File: config.mk
export PLATFORM = sky130hd
export DESIGN_NAME = region_ctrl_top
export DESIGN_NICKNAME = d
export VERILOG_FILES = /design/src/host_io_pkg.sv /design/src/console_pkg.sv /design/src/hotkey_decoder.sv /design/src/cart_header_scanner.sv /design/src/region_arbiter.sv /design/src/region_ctrl_top.sv
export SDC_FILE = /design/constraint.sdc
export NUM_CORES = 1
export LEC_CHECK = 0
export ABC_AREA = 1
export BUFFER_PORTS_ARGS = -buffer_cell sky130_fd_sc_hd__buf_4
export CAP_MARGIN = 20
export CELL_PAD_IN_SITES_DETAIL_PLACEMENT = 1
export CELL_PAD_IN_SITES_GLOBAL_PLACEMENT = 2
export CORE_UTILIZATION = 22
export DETAILED_ROUTE_END_ITERATION = 12
export GPL_ROUTABILITY_DRIVEN = 0
export HOLD_SLACK_MARGIN = 0.08
export PLACE_DENSITY = 0.82
export SETUP_SLACK_MARGIN = 0.15
export SKIP_CTS_REPAIR_TIMING = 1
export SYNTH_ARGS = -nofsm -noshare
export SYNTH_HDL_FRONTEND = slang
export SYNTH_HIERARCHICAL = 1
export SYNTH_SLANG_ARGS = --single-unit
File: constraint.sdc
create_clock -name clk_sys -period 2.6 [get_ports clk_sys]
set_clock_uncertainty 0.2 [all_clocks]
set_input_delay 0.13 -clock clk_sys [delete_from_list [all_inputs] [get_ports clk_sys]]
set_output_delay 0.13 -clock clk_sys [all_outputs]
set_load 0.01 [all_outputs]
File: src/host_io_pkg.sv
// words arriving from the host link, as sampled on clk_sys
// key events are toggle-strobed, so a repeated word with the same strobe is no event
// download writes are single-cycle strobes with no wait handshake
// the download data word is little-endian; the region letter is in the low byte

package host_io_pkg;

	////////////////////////////////////////////////////////////////////////////
	// keyboard
	////////////////////////////////////////////////////////////////////////////

	// strobe flips on every new key event, in either direction
	typedef struct packed {
		logic       strobe;
		logic       pressed;
		logic       extended;
		logic [7:0] code;
	} ps2_key_t;

	////////////////////////////////////////////////////////////////////////////
	// ROM download
	////////////////////////////////////////////////////////////////////////////

	// high and low halves of a download word
	typedef struct packed {
		logic [7:0] hi_byte;
		logic [7:0] lo_byte;
	} dl_byte_pair_t;

	// one data word, read raw or as two bytes
	typedef union packed {
		logic [15:0]   raw_word;
		dl_byte_pair_t bytes;
	} dl_data_u;

	// active is a level for the whole download, wr pulses once per word
	typedef struct packed {
		logic        active;
		logic        wr;
		logic [5:0]  index;
		logic [24:0] addr;
		dl_data_u    data;
	} dl_write_t;

	// indices up to this value carry BIOS images
	localparam logic [5:0] DL_INDEX_BIOS_MAX = 6'h01;
	// cartridge image
	localparam logic [5:0] DL_INDEX_CART = 6'h04;

endpackage

File: src/console_pkg.sv
// region codes and constants seen by the console side
// region codes match the console's region option: JP, US, EU
// scan codes are PS/2 set 2 make codes without the E0 prefix
// the default header address fits carts with the region string at 0x1F0

package console_pkg;

	////////////////////////////////////////////////////////////////////////////
	// region
	////////////////////////////////////////////////////////////////////////////

	// code 3 is unused
	typedef enum logic [1:0] {
		REGION_JP = 2'd0,
		REGION_US = 2'd1,
		REGION_EU = 2'd2
	} region_t;

	// region hotkey event, valid for one cycle
	typedef struct packed {
		logic    valid;
		logic    pressed;
		region_t region;
	} key_region_evt_t;

	// header scan result, ready holds until the download ends
	typedef struct packed {
		logic    ready;
		region_t region;
	} hdr_result_t;

	////////////////////////////////////////////////////////////////////////////
	// keyboard scan codes
	////////////////////////////////////////////////////////////////////////////

	localparam logic [7:0] KEY_F1    = 8'h05;
	localparam logic [7:0] KEY_F2    = 8'h06;
	localparam logic [7:0] KEY_F3    = 8'h04;
	localparam logic [7:0] KEY_ENTER = 8'h5A;
	localparam logic [7:0] KEY_ESC   = 8'h76;

	////////////////////////////////////////////////////////////////////////////
	// cartridge header
	////////////////////////////////////////////////////////////////////////////

	// ASCII 'J' and 'U', anything else reads as EU
	localparam logic [7:0] HDR_CHAR_J = 8'h4A;
	localparam logic [7:0] HDR_CHAR_U = 8'h55;

	// byte address of the region letter
	localparam logic [24:0] HDR_ADDR_DEFAULT = 25'h1F0;

endpackage

File: src/hotkey_decoder.sv
// turns host key events into region hotkeys and the debug-menu chord
// F1/F2/F3 only count without the extended prefix; Enter matches keypad Enter too
// the chord needs both Enter and Escape held down; releasing either clears its half
// all outputs are registered, one cycle after the key word is sampled

module hotkey_decoder (
	input  logic                         clk_sys,
	input  logic                         reset,
	input  host_io_pkg::ps2_key_t        key,
	output console_pkg::key_region_evt_t key_evt,
	output logic                         chord_toggle
);

	logic                 old_stb;
	logic                 new_evt;
	logic                 is_fkey;
	console_pkg::region_t fkey_region;
	logic                 enter_down;
	logic                 esc_down;
	logic                 enter_nxt;
	logic                 esc_nxt;
	logic                 chord_hit;
	logic                 evt_valid;
	logic                 evt_pressed;
	console_pkg::region_t evt_region;

	// any strobe flip is a fresh event
	assign new_evt = key.strobe ^ old_stb;

	// function keys to region
	always_comb begin
		is_fkey = 1'b0;
		fkey_region = console_pkg::REGION_JP;
		if (!key.extended) begin
			case (key.code)
				console_pkg::KEY_F1: begin
					is_fkey = 1'b1;
					fkey_region = console_pkg::REGION_JP;
				end
				console_pkg::KEY_F2: begin
					is_fkey = 1'b1;
					fkey_region = console_pkg::REGION_US;
				end
				console_pkg::KEY_F3: begin
					is_fkey = 1'b1;
					fkey_region = console_pkg::REGION_EU;
				end
				default: ;
			endcase
		end
	end

	// chord flags follow the key state
	always_comb begin
		enter_nxt = enter_down;
		esc_nxt = esc_down;
		if (new_evt) begin
			if (key.code == console_pkg::KEY_ENTER)
				enter_nxt = key.pressed;
			if (key.code == console_pkg::KEY_ESC)
				esc_nxt = key.pressed;
		end
	end

	assign chord_hit = enter_nxt & esc_nxt;

	always_ff @(posedge clk_sys) begin
		// tracking the strobe in reset avoids a false event on release
		old_stb <= key.strobe;
		if (reset) begin
			enter_down <= 1'b0;
			esc_down <= 1'b0;
			chord_toggle <= 1'b0;
			evt_valid <= 1'b0;
		end else begin
			evt_valid <= new_evt & is_fkey;
			chord_toggle <= chord_hit;
			// both halves seen, start over
			enter_down <= enter_nxt & ~chord_hit;
			esc_down <= esc_nxt & ~chord_hit;
		end
	end

	always_ff @(posedge clk_sys) begin
		if (new_evt & is_fkey) begin
			evt_pressed <= key.pressed;
			evt_region <= fkey_region;
		end
	end

	assign key_evt = '{valid: evt_valid, pressed: evt_pressed, region: evt_region};

	// key events are far apart, so valid is a single-cycle pulse, and code 3 never leaves here
	a_evt_single: assert property (@(posedge clk_sys) disable iff (reset)
		key_evt.valid |-> (key_evt.region != 2'd3) ##1 !key_evt.valid)
		else $error("key_evt held or bad region");

endmodule

File: src/cart_header_scanner.sv
// watches ROM downloads (BIOS or cartridge) for the header region letter
// HDR_ADDR is the byte address of the letter; it is taken from the low data byte
// ready holds from the header write until the download ends
// a new download clears ready on its first cycle unless that cycle writes the header

module cart_header_scanner #(
	parameter logic [24:0] HDR_ADDR = console_pkg::HDR_ADDR_DEFAULT
) (
	input  logic                     clk_sys,
	input  logic                     reset,
	input  host_io_pkg::dl_write_t   dl,
	output console_pkg::hdr_result_t hdr
);

	logic                 rom_dl;
	logic                 old_rom_dl;
	logic                 dl_start;
	logic                 dl_end;
	logic                 hdr_wr;
	logic                 hdr_ready;
	console_pkg::region_t hdr_region;
	console_pkg::region_t letter_region;

	////////////////////////////////////////////////////////////////////////////
	// download classification
	////////////////////////////////////////////////////////////////////////////

	// BIOS images or a cartridge, nothing else
	assign rom_dl = dl.active &&
		((dl.index <= host_io_pkg::DL_INDEX_BIOS_MAX) ||
		 (dl.index == host_io_pkg::DL_INDEX_CART));

	assign dl_start = rom_dl & ~old_rom_dl;
	assign dl_end = ~rom_dl & old_rom_dl;

	assign hdr_wr = rom_dl && dl.wr && (dl.addr == HDR_ADDR);

	////////////////////////////////////////////////////////////////////////////
	// letter decode
	////////////////////////////////////////////////////////////////////////////

	always_comb begin
		case (dl.data.bytes.lo_byte)
			console_pkg::HDR_CHAR_J: letter_region = console_pkg::REGION_JP;
			console_pkg::HDR_CHAR_U: letter_region = console_pkg::REGION_US;
			default:                 letter_region = console_pkg::REGION_EU;
		endcase
	end

	always_ff @(posedge clk_sys) begin
		if (reset) begin
			old_rom_dl <= 1'b0;
			hdr_ready <= 1'b0;
		end else begin
			old_rom_dl <= rom_dl;
			if (dl_start | dl_end)
				hdr_ready <= 1'b0;
			// header write wins over the start clear
			if (hdr_wr)
				hdr_ready <= 1'b1;
		end
	end

	always_ff @(posedge clk_sys) begin
		if (hdr_wr)
			hdr_region <= letter_region;
	end

	assign hdr = '{ready: hdr_ready, region: hdr_region};

	// ready only lives inside a ROM download or on the cycle its end is seen
	a_ready_in_dl: assert property (@(posedge clk_sys) disable iff (reset)
		hdr.ready |-> (rom_dl || old_rom_dl))
		else $error("header ready outside ROM download");

endmodule

File: src/region_arbiter.sv
// merges keyboard hotkeys and the cartridge header into the console region request
// region_set is a level; the console treats it as a reset request
// a header rise beats a key event on the same cycle
// a header fall clears region_set even if a key event arrives with it

module region_arbiter (
	input  logic                         clk_sys,
	input  logic                         reset,
	input  console_pkg::key_region_evt_t key_evt,
	input  logic                         chord_toggle,
	input  console_pkg::hdr_result_t     hdr,
	output console_pkg::region_t         region_req,
	output logic                         region_set,
	output logic                         dbg_menu
);

	logic old_ready;
	logic hdr_rise;
	logic hdr_fall;

	////////////////////////////////////////////////////////////////////////////
	// header edges
	////////////////////////////////////////////////////////////////////////////

	assign hdr_rise = hdr.ready & ~old_ready;
	assign hdr_fall = ~hdr.ready & old_ready;

	always_ff @(posedge clk_sys) begin
		if (reset)
			old_ready <= 1'b0;
		else
			old_ready <= hdr.ready;
	end

	////////////////////////////////////////////////////////////////////////////
	// region request
	////////////////////////////////////////////////////////////////////////////

	always_ff @(posedge clk_sys) begin
		if (reset) begin
			region_req <= console_pkg::REGION_JP;
			region_set <= 1'b0;
		end else begin
			if (hdr_rise) begin
				region_req <= hdr.region;
				region_set <= 1'b1;
			end else if (key_evt.valid) begin
				// key-down requests a reset, key-up releases it
				region_req <= key_evt.region;
				region_set <= key_evt.pressed;
			end
			// download over, release the console
			if (hdr_fall)
				region_set <= 1'b0;
		end
	end

	////////////////////////////////////////////////////////////////////////////
	// debug menu
	////////////////////////////////////////////////////////////////////////////

	always_ff @(posedge clk_sys) begin
		if (reset)
			dbg_menu <= 1'b0;
		else if (chord_toggle)
			dbg_menu <= ~dbg_menu;
	end

	// region_set only rises after a hotkey or a header result
	a_set_cause: assert property (@(posedge clk_sys) disable iff (reset)
		$rose(region_set) |-> $past(key_evt.valid || hdr_rise))
		else $error("region_set rose without a cause");

endmodule

File: src/region_ctrl_top.sv
// region and debug-menu control for a console core
// key word to region outputs and header write to region_set take 2 cycles each
// HDR_ADDR moves the header letter for other cartridge formats
// no back-pressure: every key word and download write is taken as it arrives

module region_ctrl_top #(
	parameter logic [24:0] HDR_ADDR = console_pkg::HDR_ADDR_DEFAULT
) (
	input  logic                   clk_sys,
	input  logic                   reset,
	input  host_io_pkg::ps2_key_t  key,
	input  host_io_pkg::dl_write_t dl,
	output console_pkg::region_t   region_req,
	output logic                   region_set,
	output logic                   dbg_menu
);

	console_pkg::key_region_evt_t key_evt;
	logic                         chord_toggle;
	console_pkg::hdr_result_t     hdr;

	// keyboard side
	hotkey_decoder hotkey_decoder_inst (
		.clk_sys      (clk_sys),
		.reset        (reset),
		.key          (key),
		.key_evt      (key_evt),
		.chord_toggle (chord_toggle)
	);

	// download side
	cart_header_scanner #(
		.HDR_ADDR (HDR_ADDR)
	) cart_header_scanner_inst (
		.clk_sys (clk_sys),
		.reset   (reset),
		.dl      (dl),
		.hdr     (hdr)
	);

	// merge both into the console request
	region_arbiter region_arbiter_inst (
		.clk_sys      (clk_sys),
		.reset        (reset),
		.key_evt      (key_evt),
		.chord_toggle (chord_toggle),
		.hdr          (hdr),
		.region_req   (region_req),
		.region_set   (region_set),
		.dbg_menu     (dbg_menu)
	);

endmodule

==> results of run 1 <==
-- synthesized netlist by cell type (all sizes together) --
master	n
nand3	17
a21oi	6
edfxtp	5
dfxtp	12
xnor2	1
inv	41
nand2	36
nand3b	2
nor4	3
buf	3
nor2	26
nor3	4
nand4	5
-- cell families (layout without fill, tap and decap cells) --
logic type,count (synthesis),count (layout),synth area share [%]
and+or+nand+nor,93,93,42.91
buffers and inverters,44,113,16.53
DFF,17,17,36.58
AOI/OAI and AO/OA,6,6,3.165
xor gates and xnor gates,1,1,0.8208
-- routing by layer --
metal  share of wire, %  wire length [um]  GRT usage, %  vias up
li1                   -                 -             -      626
met1                 45              1206         13.04      489
met2                 49              1302         20.96       35
met3                5.4               144         2.391        2
met4               0.26                 7         1.961        0
met5                  0                 0             0        -
-- stage by stage --
stage	setup slack, ns	hold slack, ns	cells
2_1_floorplan	1.419	-0.04228	161
3_3_place_gp	1.182	0.05357	267
3_5_place_dp	1.161	0.05616	267
4_1_cts	1.324	-0.2059	271
5_1_grt	0.2420	0.08491	282
6_report	0.3735	0.05911	282
-- power breakdown --
| part | total (uW) | switching, uW | internal [uW] | leakage [uW] |
|---|---|---|---|---|
| Sequential | 273 | 0.470 | 272 | 0.000148 |
| Combinational | 116 | 43.6 | 72.2 | 0.000713 |
| Clock | 196 | 89.8 | 106 | 0.0000255 |
| Total | 585 | 134 | 451 | 0.000886 |
-- state kept, by name (all words and copies together), names as in the netlist --
signal,cells
hotkey_decoder_inst/old_stb,1
hotkey_decoder_inst/evt_valid,1
hotkey_decoder_inst/chord_toggle,1
region_arbiter_inst/region_req,2
hotkey_decoder_inst/enter_down,1
region_arbiter_inst/old_ready,1
cart_header_scanner_inst/old_rom_dl,1
region_arbiter_inst/region_set,1
hotkey_decoder_inst/evt_region,2
region_arbiter_inst/dbg_menu,1
hotkey_decoder_inst/esc_down,1
cart_header_scanner_inst/hdr_region,2
hotkey_decoder_inst/evt_pressed,1
cart_header_scanner_inst/hdr_ready,1
-- layout make-up --
class | instances | area share, %
repair buffers | 68 | 31.76
multi-input cells | 100 | 29.54
flip-flops and latches | 17 | 23.04
inverters | 41 | 9.084
well taps | 52 | 3.840
clock buffers | 3 | 2.437
clock inverters | 1 | 0.2954
-- critical path: stages --
cell	delay, ns
dlygate4sd3_1	0.53
buf_4	0.15
nand2_1	0.05
dlygate4sd3_1	0.54
nand3_1	0.10
nor3_1	0.17
dlygate4sd3_1	0.55
-- cell usage in the layout, fill, tap and decap left out --
cell type,synthesis,routed
dfxtp_1,12,12
inv_1,40,40
nor3_1,4,4
a21oi_1,5,5
nor4_2,1,1
a21oi_2,1,1
nand2_2,3,3
dlygate4sd3_1,0,11
inv_2,1,1
nand4_1,5,5
nand3_1,16,16
edfxtp_1,5,5
nand2_1,33,33
nor2_8,1,1
nand3_2,1,1
clkbuf_8,0,3
nand3b_1,2,2
nor2_4,1,1
clkinv_2,0,1
xnor2_1,1,1
buf_4,3,57
nor2_2,5,5
nor2_1,19,19
nor4_1,2,2
-- worst paths after layout --
check,from,to,slack (ns),cells after the start
worst max-delay path,key[1],hotkey_decoder_inst/evt_valid$_SDFF_PP0_,0.37,7
worst min register to register,region_arbiter_inst/region_req[1]$_SDFFE_PP0P_,region_arbiter_inst/region_req[1]$_SDFFE_PP0P_,0.29,2
worst max register to register,hotkey_decoder_inst/old_stb$_DFF_P_,hotkey_decoder_inst/evt_valid$_SDFF_PP0_,1.11,5
worst min-delay path,dl[45],cart_header_scanner_inst/old_rom_dl$_SDFF_PP0_,0.06,6
==> impl_metrics.py, run 1 <==
metrics = {
    "outcome": {
        "status": "complete, no violations",
    },
    "logic_synthesis": {
        "ys_types": 21,
        "yosysWarningCount": 6,
        "synth_seq_area_share_pct": 36.58,
        "ys_seq_elements": 17,
        "synth_nets": 223,
        "syn-instance-count": 161,
        "syn_area_um2": 1067,
        "yosys-top-cells-area": "dfxtp_1 (23%), edfxtp_1 (14%), inv_1 (14%)",
        "synth_top_area_share_pct": 22.51,
        "syn_avg_cell_area_um2": 6.629,
        "synth_area_leader_cell": "dfxtp_1",
    },
    "global_routing": {
        "first_global_vias": 1165,
        "grt_pass1_wl_mm": 4.636,
        "grt_use_total_pct": 11.15,
        "antenna_found_initial": 0,
        "gr-total-overflow": 0,
        "grt_max_degree": 11,
    },
    "place": {
        "placed_area_um2": 1538,
        "portBuffers": 57,
        "hpwl_mm": 2.273,
    },
    "setup_path": {
        "cp_max_fo": 4,
        "worstSetupPathType": "in -> reg",
        "arrival_ns": 2.22,
        "crit_required_ns": 2.60,
        "crit_path_end_kind": "flop",
        "critPathLaunchType": "input port",
    },
    "die": {
        "initial_utilization_pct": 23.69,
        "core-area_um2": 4504,
        "ioPinCount": 66,
        "die_area_um2": 5134,
        "rows": 24,
        "fp.dieW_um": 71.65,
        "die_h_um": 71.65,
    },
    "routing": {
        "drt_iter0_markers": 22,
        "vias": 1152,
        "wl_mm": 2.661,
        "route.detailed.drc": 0,
        "drt-pass1-iter-count": 4,
        "viasPerCell": 4.085,
        "wl_per_cell_um": 9.436,
        "ant_nets": 0,
    },
    "cells_and_area": {
        "fin_util_pct": 37.61,
        "drive_gt1_share_pct": 32.61,
        "seq_area_um2": 390.4,
        "fin_area_um2": 1694,
        "multiInputGateArea_um2": 500.5,
        "area_growth_syn_to_layout_pct": 58.73,
        "fin_nets": 293,
        "n_fill_cell": 582,
        "n_antenna_cell": 0,
    },
    "sta": {
        "rsz0062_at_grt": "no",
        "relSlewSlack_pct": 80.84,
        "setup_viol": 0,
        "fmax_mhz": 449.1,
        "tns_ns": 0,
        "fin_crit_sh_pct": 85.63,
        "hold_viol": 0,
        "tightestPinTransition_ns": 0.2847,
        "slew_viol_final": 0,
        "post-route-min-period_ns": 2.226,
    },
    "power_and_ir_drop": {
        "power.leakage_uw": 0.0008864,
        "powerDensity_nw_per_um2": 345.2,
        "worst_ir_drop_vdd_mv": 0.1783,
        "p_total_uw": 584.8,
    },
    "cts": {
        "path_clk_slew_ns": 0.07,
        "clockRootBuffer": "clkbuf_8",
        "cts_buffer_depth": 2,
        "cts.sinks": 17,
        "clk_latency_ns": 0.25,
        "cts_buffers": 3,
        "cts_tree": "yes",
        "ctsHtreeMaxLevel": 1,
    },
    "worst_hold_path": {
        "hp-class": "in -> reg",
    },
    "flow_run": {
        "drv_cap": 0,
    },
}
No activity file was read; power rests on OpenSTA's default activity.
==> run 2, diff against run 1 <==
--- a/config.mk
+++ b/config.mk
@@ -6,15 +6,15 @@
 export NUM_CORES = 1
 export LEC_CHECK = 0
 export ABC_AREA = 1
-export BUFFER_PORTS_ARGS = -buffer_cell sky130_fd_sc_hd__buf_4
 export CAP_MARGIN = 20
 export CELL_PAD_IN_SITES_DETAIL_PLACEMENT = 1
 export CELL_PAD_IN_SITES_GLOBAL_PLACEMENT = 2
-export CORE_UTILIZATION = 22
+export CORE_UTILIZATION = 31
 export DETAILED_ROUTE_END_ITERATION = 12
+export DONT_BUFFER_PORTS = 1
 export GPL_ROUTABILITY_DRIVEN = 0
 export HOLD_SLACK_MARGIN = 0.08
-export PLACE_DENSITY = 0.82
+export PLACE_DENSITY = 0.78
 export SETUP_SLACK_MARGIN = 0.15
 export SKIP_CTS_REPAIR_TIMING = 1
 export SYNTH_ARGS = -nofsm -noshare
==> run 2 against run 1 <==
Compared with the run above:
- routed wire length down 0.86%
- hold slack worse by 0.029 ns
- sequential power is essentially flat
- clock-buffer cell count is the same
- via count decreased by 7.5%
- fmax is 8.3% lower
- combinational power shrank 46%
- die area decreased by 28%
- setup slack lost 0.20 ns
- cell area decreased by 17%
- register-to-register slack barely moved
- cell count fell by 17%
==> impl_metrics.py, run 2 (synthesis results as in run 1) <==
metrics = {
    "cts": {
        "clockRootBuffer": "clkbuf_4",
        "cts_buffers": 3,
        "cts_tree": "yes",
        "cts_buffer_depth": 2,
        "path_clk_slew_ns": 0.11,
        "cts.sinks": 17,
        "ctsHtreeMaxLevel": 1,
        "clk_latency_ns": 0.30,
    },
    "die": {
        "core-area_um2": 3153,
        "rows": 20,
        "fp.dieW_um": 60.68,
        "die_area_um2": 3681,
        "die_h_um": 60.68,
        "ioPinCount": 66,
        "initial_utilization_pct": 33.85,
    },
    "power_and_ir_drop": {
        "powerDensity_nw_per_um2": 341.2,
        "worst_ir_drop_vdd_mv": 0.2218,
        "pwr-share-seq_pct": 56.8,
        "power.leakage_uw": 0.0006788,
        "internal_power_uw": 361.7,
        "pwr-share-comb_pct": 13.1,
        "pwr-share-clk_pct": 30.1,
        "p_sw_share_pct": 24.70,
        "switchingPower_uw": 118.6,
    },
    "place": {
        "hpwl_mm": 1.883,
        "placed_area_um2": 1100,
        "portBuffers": 0,
    },
    "cells_and_area": {
        "layout_commonest_cell": "inv_1",
        "fin_area_um2": 1408,
        "area_growth_syn_to_layout_pct": 31.89,
        "fin_util_pct": 44.64,
        "n_antenna_cell": 0,
        "reg_top3": "cart_header_scanner_inst/hdr_region x2, hotkey_decoder_inst/evt_region x2, region_arbiter_inst/region_req x2",
        "layout_common_cells": "inv_1 (40), nand2_1 (33), dlygate4sd3_1 (28)",
        "drive_gt1_share_pct": 9.474,
        "n_fill_cell": 410,
        "seq_area_um2": 390.4,
        "fin_nets": 253,
        "multiInputGateArea_um2": 500.5,
    },
    "setup_path": {
        "path_buf_inv": 3,
        "arrival_ns": 2.24,
        "reg2reg_depth": 5,
        "cpPeakStageDelay_ns": 0.58,
        "crit_path_end_kind": "flop",
        "crit_cells": 7,
        "cp_max_fo": 2,
        "cp_common_cell": "dlygate4sd3_1",
        "crit_required_ns": 2.41,
        "critPathLaunchType": "input port",
        "r2r-end": "hotkey_decoder_inst/evt_valid$_SDFF_PP0_",
        "startpoint": "dl[24]",
        "path_cells": "dlygate4sd3_1 -> nand3b_1 -> dlygate4sd3_1 -> nor2_1 -> dlygate4sd3_1 -> nand3_1 -> nor2_1",
        "timing.rr.start": "hotkey_decoder_inst/old_stb$_DFF_P_",
        "worstSetupPathType": "in -> reg",
        "crit_slowest_cell": "dlygate4sd3_1",
        "endpoint": "cart_header_scanner_inst/hdr_region[1]$_DFFE_PP_",
        "crit_family": "buffers and inverters",
        "rrSetupSlack_ns": 1.10,
    },
    "sta": {
        "tightestPinTransition_ns": 0.3848,
        "tns_ns": 0,
        "slew_viol_final": 0,
        "whs_ns": 0.02991,
        "post-route-min-period_ns": 2.429,
        "fin_crit_sh_pct": 93.43,
        "relSlewSlack_pct": 74.26,
        "hold_viol": 0,
        "rsz0062_at_grt": "no",
        "setup_viol": 0,
        "fmax_mhz": 411.7,
    },
    "routing": {
        "drt_iter0_markers": 27,
        "wl_per_cell_um": 11.27,
        "vias": 1066,
        "route.detailed.drc": 0,
        "viasPerCell": 4.556,
        "ant_nets": 0,
        "drt-pass1-iter-count": 5,
        "wl_mm": 2.638,
    },
    "outcome": {
        "status": "complete, no violations",
    },
    "global_routing": {
        "gr-total-overflow": 0,
        "grt_max_degree": 11,
        "grt_use_total_pct": 12.76,
        "grt_pass1_wl_mm": 3.512,
        "first_global_vias": 886,
        "antenna_found_initial": 0,
    },
    "worst_hold_path": {
        "hp-class": "in -> reg",
    },
    "flow_run": {
        "drv_cap": 0,
    },
}
run 2: cell count changes in the layout (fill, tap and decap cells not counted):
cell           change
buf_4             -57
dlygate4sd3_1     +17
clkbuf_4           +3
clkbuf_8           -3
run 2: how the worst min path moves through the flow:
| stage | start | end | cells after the start |
|---|---|---|---|
| CTS | key[10] | hotkey_decoder_inst/old_stb$_DFF_P_ | 0 |
| floorplan | key[10] | hotkey_decoder_inst/old_stb$_DFF_P_ | 0 |
| global placement | key[10] | hotkey_decoder_inst/old_stb$_DFF_P_ | 0 |
| finish | key[5] | hotkey_decoder_inst/esc_down$_SDFF_PP0_ | 7 |
| global route | key[7] | hotkey_decoder_inst/esc_down$_SDFF_PP0_ | 7 |
| detailed placement | key[10] | hotkey_decoder_inst/old_stb$_DFF_P_ | 0 |
run 2: layout make-up:
class	count	area share, %
inverters	41	10.93
repair buffers	28	19.91
well taps	44	3.911
clock buffers	3	1.600
flip-flops and latches	17	27.73
multi-input cells	100	35.56
clock inverters	1	0.3556
run 2: power groups by stage:
stage / clock network [uW] / registers, uW / logic (uW)
after global placement: 0 / 279 / 33.6
after global routing: 163 / 273 / 70.7
after CTS: 151 / 273 / 35.7
after detailed placement: 0 / 279 / 35.6
final: 144 / 273 / 63.0
after floorplan: 0 / 279 / 30.7
run 2: worst reg2reg max path, delay by kind of cell (launching register included):
family,cells,cell delay (ns)
buffers and inverters,2,0.59
flip-flops,1,0.35
AND/OR/NAND/NOR,3,0.32
run 2: metal layers:
layer	up-vias	track usage (%)	share of wire, %
met5	-	0	0
met3	0	5.117	5.6
met1	483	14.51	40
li1	548	-	-
met4	0	2.273	0
met2	35	22.76	54
run 2: stage by stage:
step	instances	setup slack, ns	total power, uW
CTS	206	1.301	459.3
floorplan	161	1.419	309.5
detailed placement	202	1.218	314.5
global placement	202	1.288	312.5
global route	234	0.1105	506.4
finish	234	0.1708	480.3
==> run 3, diff against run 2 <==
--- a/config.mk
+++ b/config.mk
@@ -6,15 +6,15 @@
 export NUM_CORES = 1
 export LEC_CHECK = 0
 export ABC_AREA = 1
+export BUFFER_PORTS_ARGS = -buffer_cell sky130_fd_sc_hd__buf_2
 export CAP_MARGIN = 20
 export CELL_PAD_IN_SITES_DETAIL_PLACEMENT = 1
 export CELL_PAD_IN_SITES_GLOBAL_PLACEMENT = 2
-export CORE_UTILIZATION = 31
+export CORE_UTILIZATION = 22
 export DETAILED_ROUTE_END_ITERATION = 12
-export DONT_BUFFER_PORTS = 1
 export GPL_ROUTABILITY_DRIVEN = 0
 export HOLD_SLACK_MARGIN = 0.08
-export PLACE_DENSITY = 0.78
+export PLACE_DENSITY = 0.82
 export SETUP_SLACK_MARGIN = 0.15
 export SKIP_CTS_REPAIR_TIMING = 1
 export SYNTH_ARGS = -nofsm -noshare
==> run 3 against run 2 <==
Compared with the run above:
- clock-buffer cell count is the same
- sequential share of layout area shrank 2.7 points
- clock power grew 38%
- setup slack gained 0.22 ns
- largest cell class unchanged
- power grew 18%
- first-iteration DRC count shrank 33%
- largest power group unchanged
- critical path depth is the same
- cell area grew 11%
- die area grew 39%
- via count grew 10%
- global-route usage shrank 2.4 points
- critical endpoint is now cart_header_scanner_inst/old_rom_dl$_SDFF_PP0_
- highest routed layer unchanged
==> impl_metrics.py, run 3 (synthesis results as in run 1) <==
metrics = {
    "outcome": {
        "status": "complete, no violations",
    },
    "cells_and_area": {
        "area_growth_syn_to_layout_pct": 46.31,
        "multiInputGateArea_um2": 500.5,
        "n_fill_cell": 605,
        "n_antenna_cell": 0,
        "fin_area_um2": 1562,
        "stdcell_count": 283,
        "reg_top3": "cart_header_scanner_inst/hdr_region x2, hotkey_decoder_inst/evt_region x2, region_arbiter_inst/region_req x2",
        "fin_nets": 294,
        "layout_commonest_cell": "buf_2",
        "drive_gt1_share_pct": 32.47,
        "seq_area_um2": 390.4,
        "layout_common_cells": "buf_2 (57), inv_1 (40), nand2_1 (33)",
    },
    "setup_path": {
        "rrSetupSlack_ns": 1.32,
        "reg2reg_depth": 4,
        "endpoint": "cart_header_scanner_inst/old_rom_dl$_SDFF_PP0_",
        "worstSetupPathType": "in -> reg",
        "startpoint": "dl[46]",
        "timing.rr.start": "hotkey_decoder_inst/old_stb$_DFF_P_",
        "critPathLaunchType": "input port",
        "crit_required_ns": 2.59,
        "crit_path_end_kind": "flop",
        "arrival_ns": 2.21,
        "r2r-end": "hotkey_decoder_inst/evt_pressed$_DFFE_PP_",
        "cp_max_fo": 4,
    },
    "flow_run": {
        "drv_cap": 0,
    },
    "die": {
        "rows": 24,
        "fp.dieW_um": 71.65,
        "ioPinCount": 66,
        "die_h_um": 71.65,
        "die_area_um2": 5134,
        "core-area_um2": 4504,
        "initial_utilization_pct": 23.69,
    },
    "cts": {
        "cts_buffers": 3,
        "clk_latency_ns": 0.25,
        "cts_tree": "yes",
        "cts.sinks": 17,
        "path_clk_slew_ns": 0.07,
        "ctsHtreeMaxLevel": 1,
        "clockRootBuffer": "clkbuf_8",
        "cts_buffer_depth": 2,
    },
    "place": {
        "portBuffers": 57,
        "hpwl_mm": 2.119,
        "placedCellCount": 267,
        "post-place-ws_ns": 1.166,
        "placed_area_um2": 1395,
    },
    "power_and_ir_drop": {
        "power.leakage_uw": 0.0008437,
        "powerDensity_nw_per_um2": 362.2,
        "worst_ir_drop_vdd_mv": 0.2387,
        "p_total_uw": 565.6,
    },
    "sta": {
        "tns_ns": 0,
        "slew_viol_final": 0,
        "relSlewSlack_pct": 82.82,
        "post-route-min-period_ns": 2.213,
        "fin_crit_sh_pct": 85.12,
        "setup_viol": 0,
        "tightestPinTransition_ns": 0.2553,
        "hold_viol": 0,
        "setup_slack_ns": 0.3870,
        "rsz0062_at_grt": "no",
        "fmax_mhz": 451.9,
    },
    "global_routing": {
        "grt_max_degree": 11,
        "antenna_found_initial": 0,
        "gr-total-overflow": 0,
        "first_global_vias": 1104,
        "grt_pass1_wl_mm": 4.326,
        "grt_use_total_pct": 10.33,
    },
    "routing": {
        "drt-pass1-iter-count": 4,
        "ant_nets": 0,
        "route.detailed.drc": 0,
        "viasPerCell": 4.145,
        "vias": 1173,
        "drt_iter0_markers": 18,
        "wl_mm": 2.567,
        "wl_per_cell_um": 9.071,
    },
    "worst_hold_path": {
        "hp-class": "in -> reg",
    },
}
## run 3: cell types whose count changed in the layout (fill, tap and decap cells not counted)
| cell | previous run | this run |
|---|---|---|
| dlygate4sd3_1 | 28 | 12 |
| buf_2 | 0 | 57 |
| clkbuf_8 | 0 | 3 |
| clkbuf_4 | 3 | 0 |
## run 3: layout make-up
cell class	instances	share of cell area, %
well taps	52	4.167
flip-flops and latches	17	25.00
inverters	41	9.856
repair buffers	69	25.96
clock inverters	1	0.3205
multi-input cells	100	32.05
clock buffers	3	2.644
## run 3: worst min path at each step
stage                     startpoint                                        to  slack, ns  cells past startpoint
final                         key[7]  hotkey_decoder_inst/evt_valid$_SDFF_PP0_       0.05                      4
after global routing          key[7]  hotkey_decoder_inst/evt_valid$_SDFF_PP0_       0.09                      4
after CTS                    key[10]       hotkey_decoder_inst/old_stb$_DFF_P_      -0.20                      1
after detailed placement     key[10]       hotkey_decoder_inst/old_stb$_DFF_P_       0.06                      1
after global placement       key[10]       hotkey_decoder_inst/old_stb$_DFF_P_       0.06                      1
after floorplan              key[10]       hotkey_decoder_inst/old_stb$_DFF_P_      -0.04                      0
## run 3: where the power goes
part	switching, uW	total (uW)	leakage [uW]	internal, uW
Clock	92.7	199	0.0000255	106
Sequential	0.450	273	0.000148	272
Combinational	43.3	93.7	0.000670	50.4
## run 3: per-layer routing
metal	part of all wire, %	global-route usage [%]
met5	0	0
met4	0	1.961
met1	46	12.80
met2	48	18.03
met3	6.7	2.813
## run 3: worst max-delay path, cell delays in order
cell and delay [ns]:
dlygate4sd3_1 0.53, buf_2 0.12, a21oi_2 0.11, dlygate4sd3_1 0.58, nand2_2 0.08, dlygate4sd3_1 0.58, nor2_1 0.08
## run 3: stage by stage
step           hold slack (ns)  util, %
3_5_place_dp           0.06467    30.97
5_1_grt                0.08877    34.67
6_report               0.04862    34.67
4_1_cts                -0.2020    32.00
2_1_floorplan         -0.04228        -
3_3_place_gp           0.06412    30.97
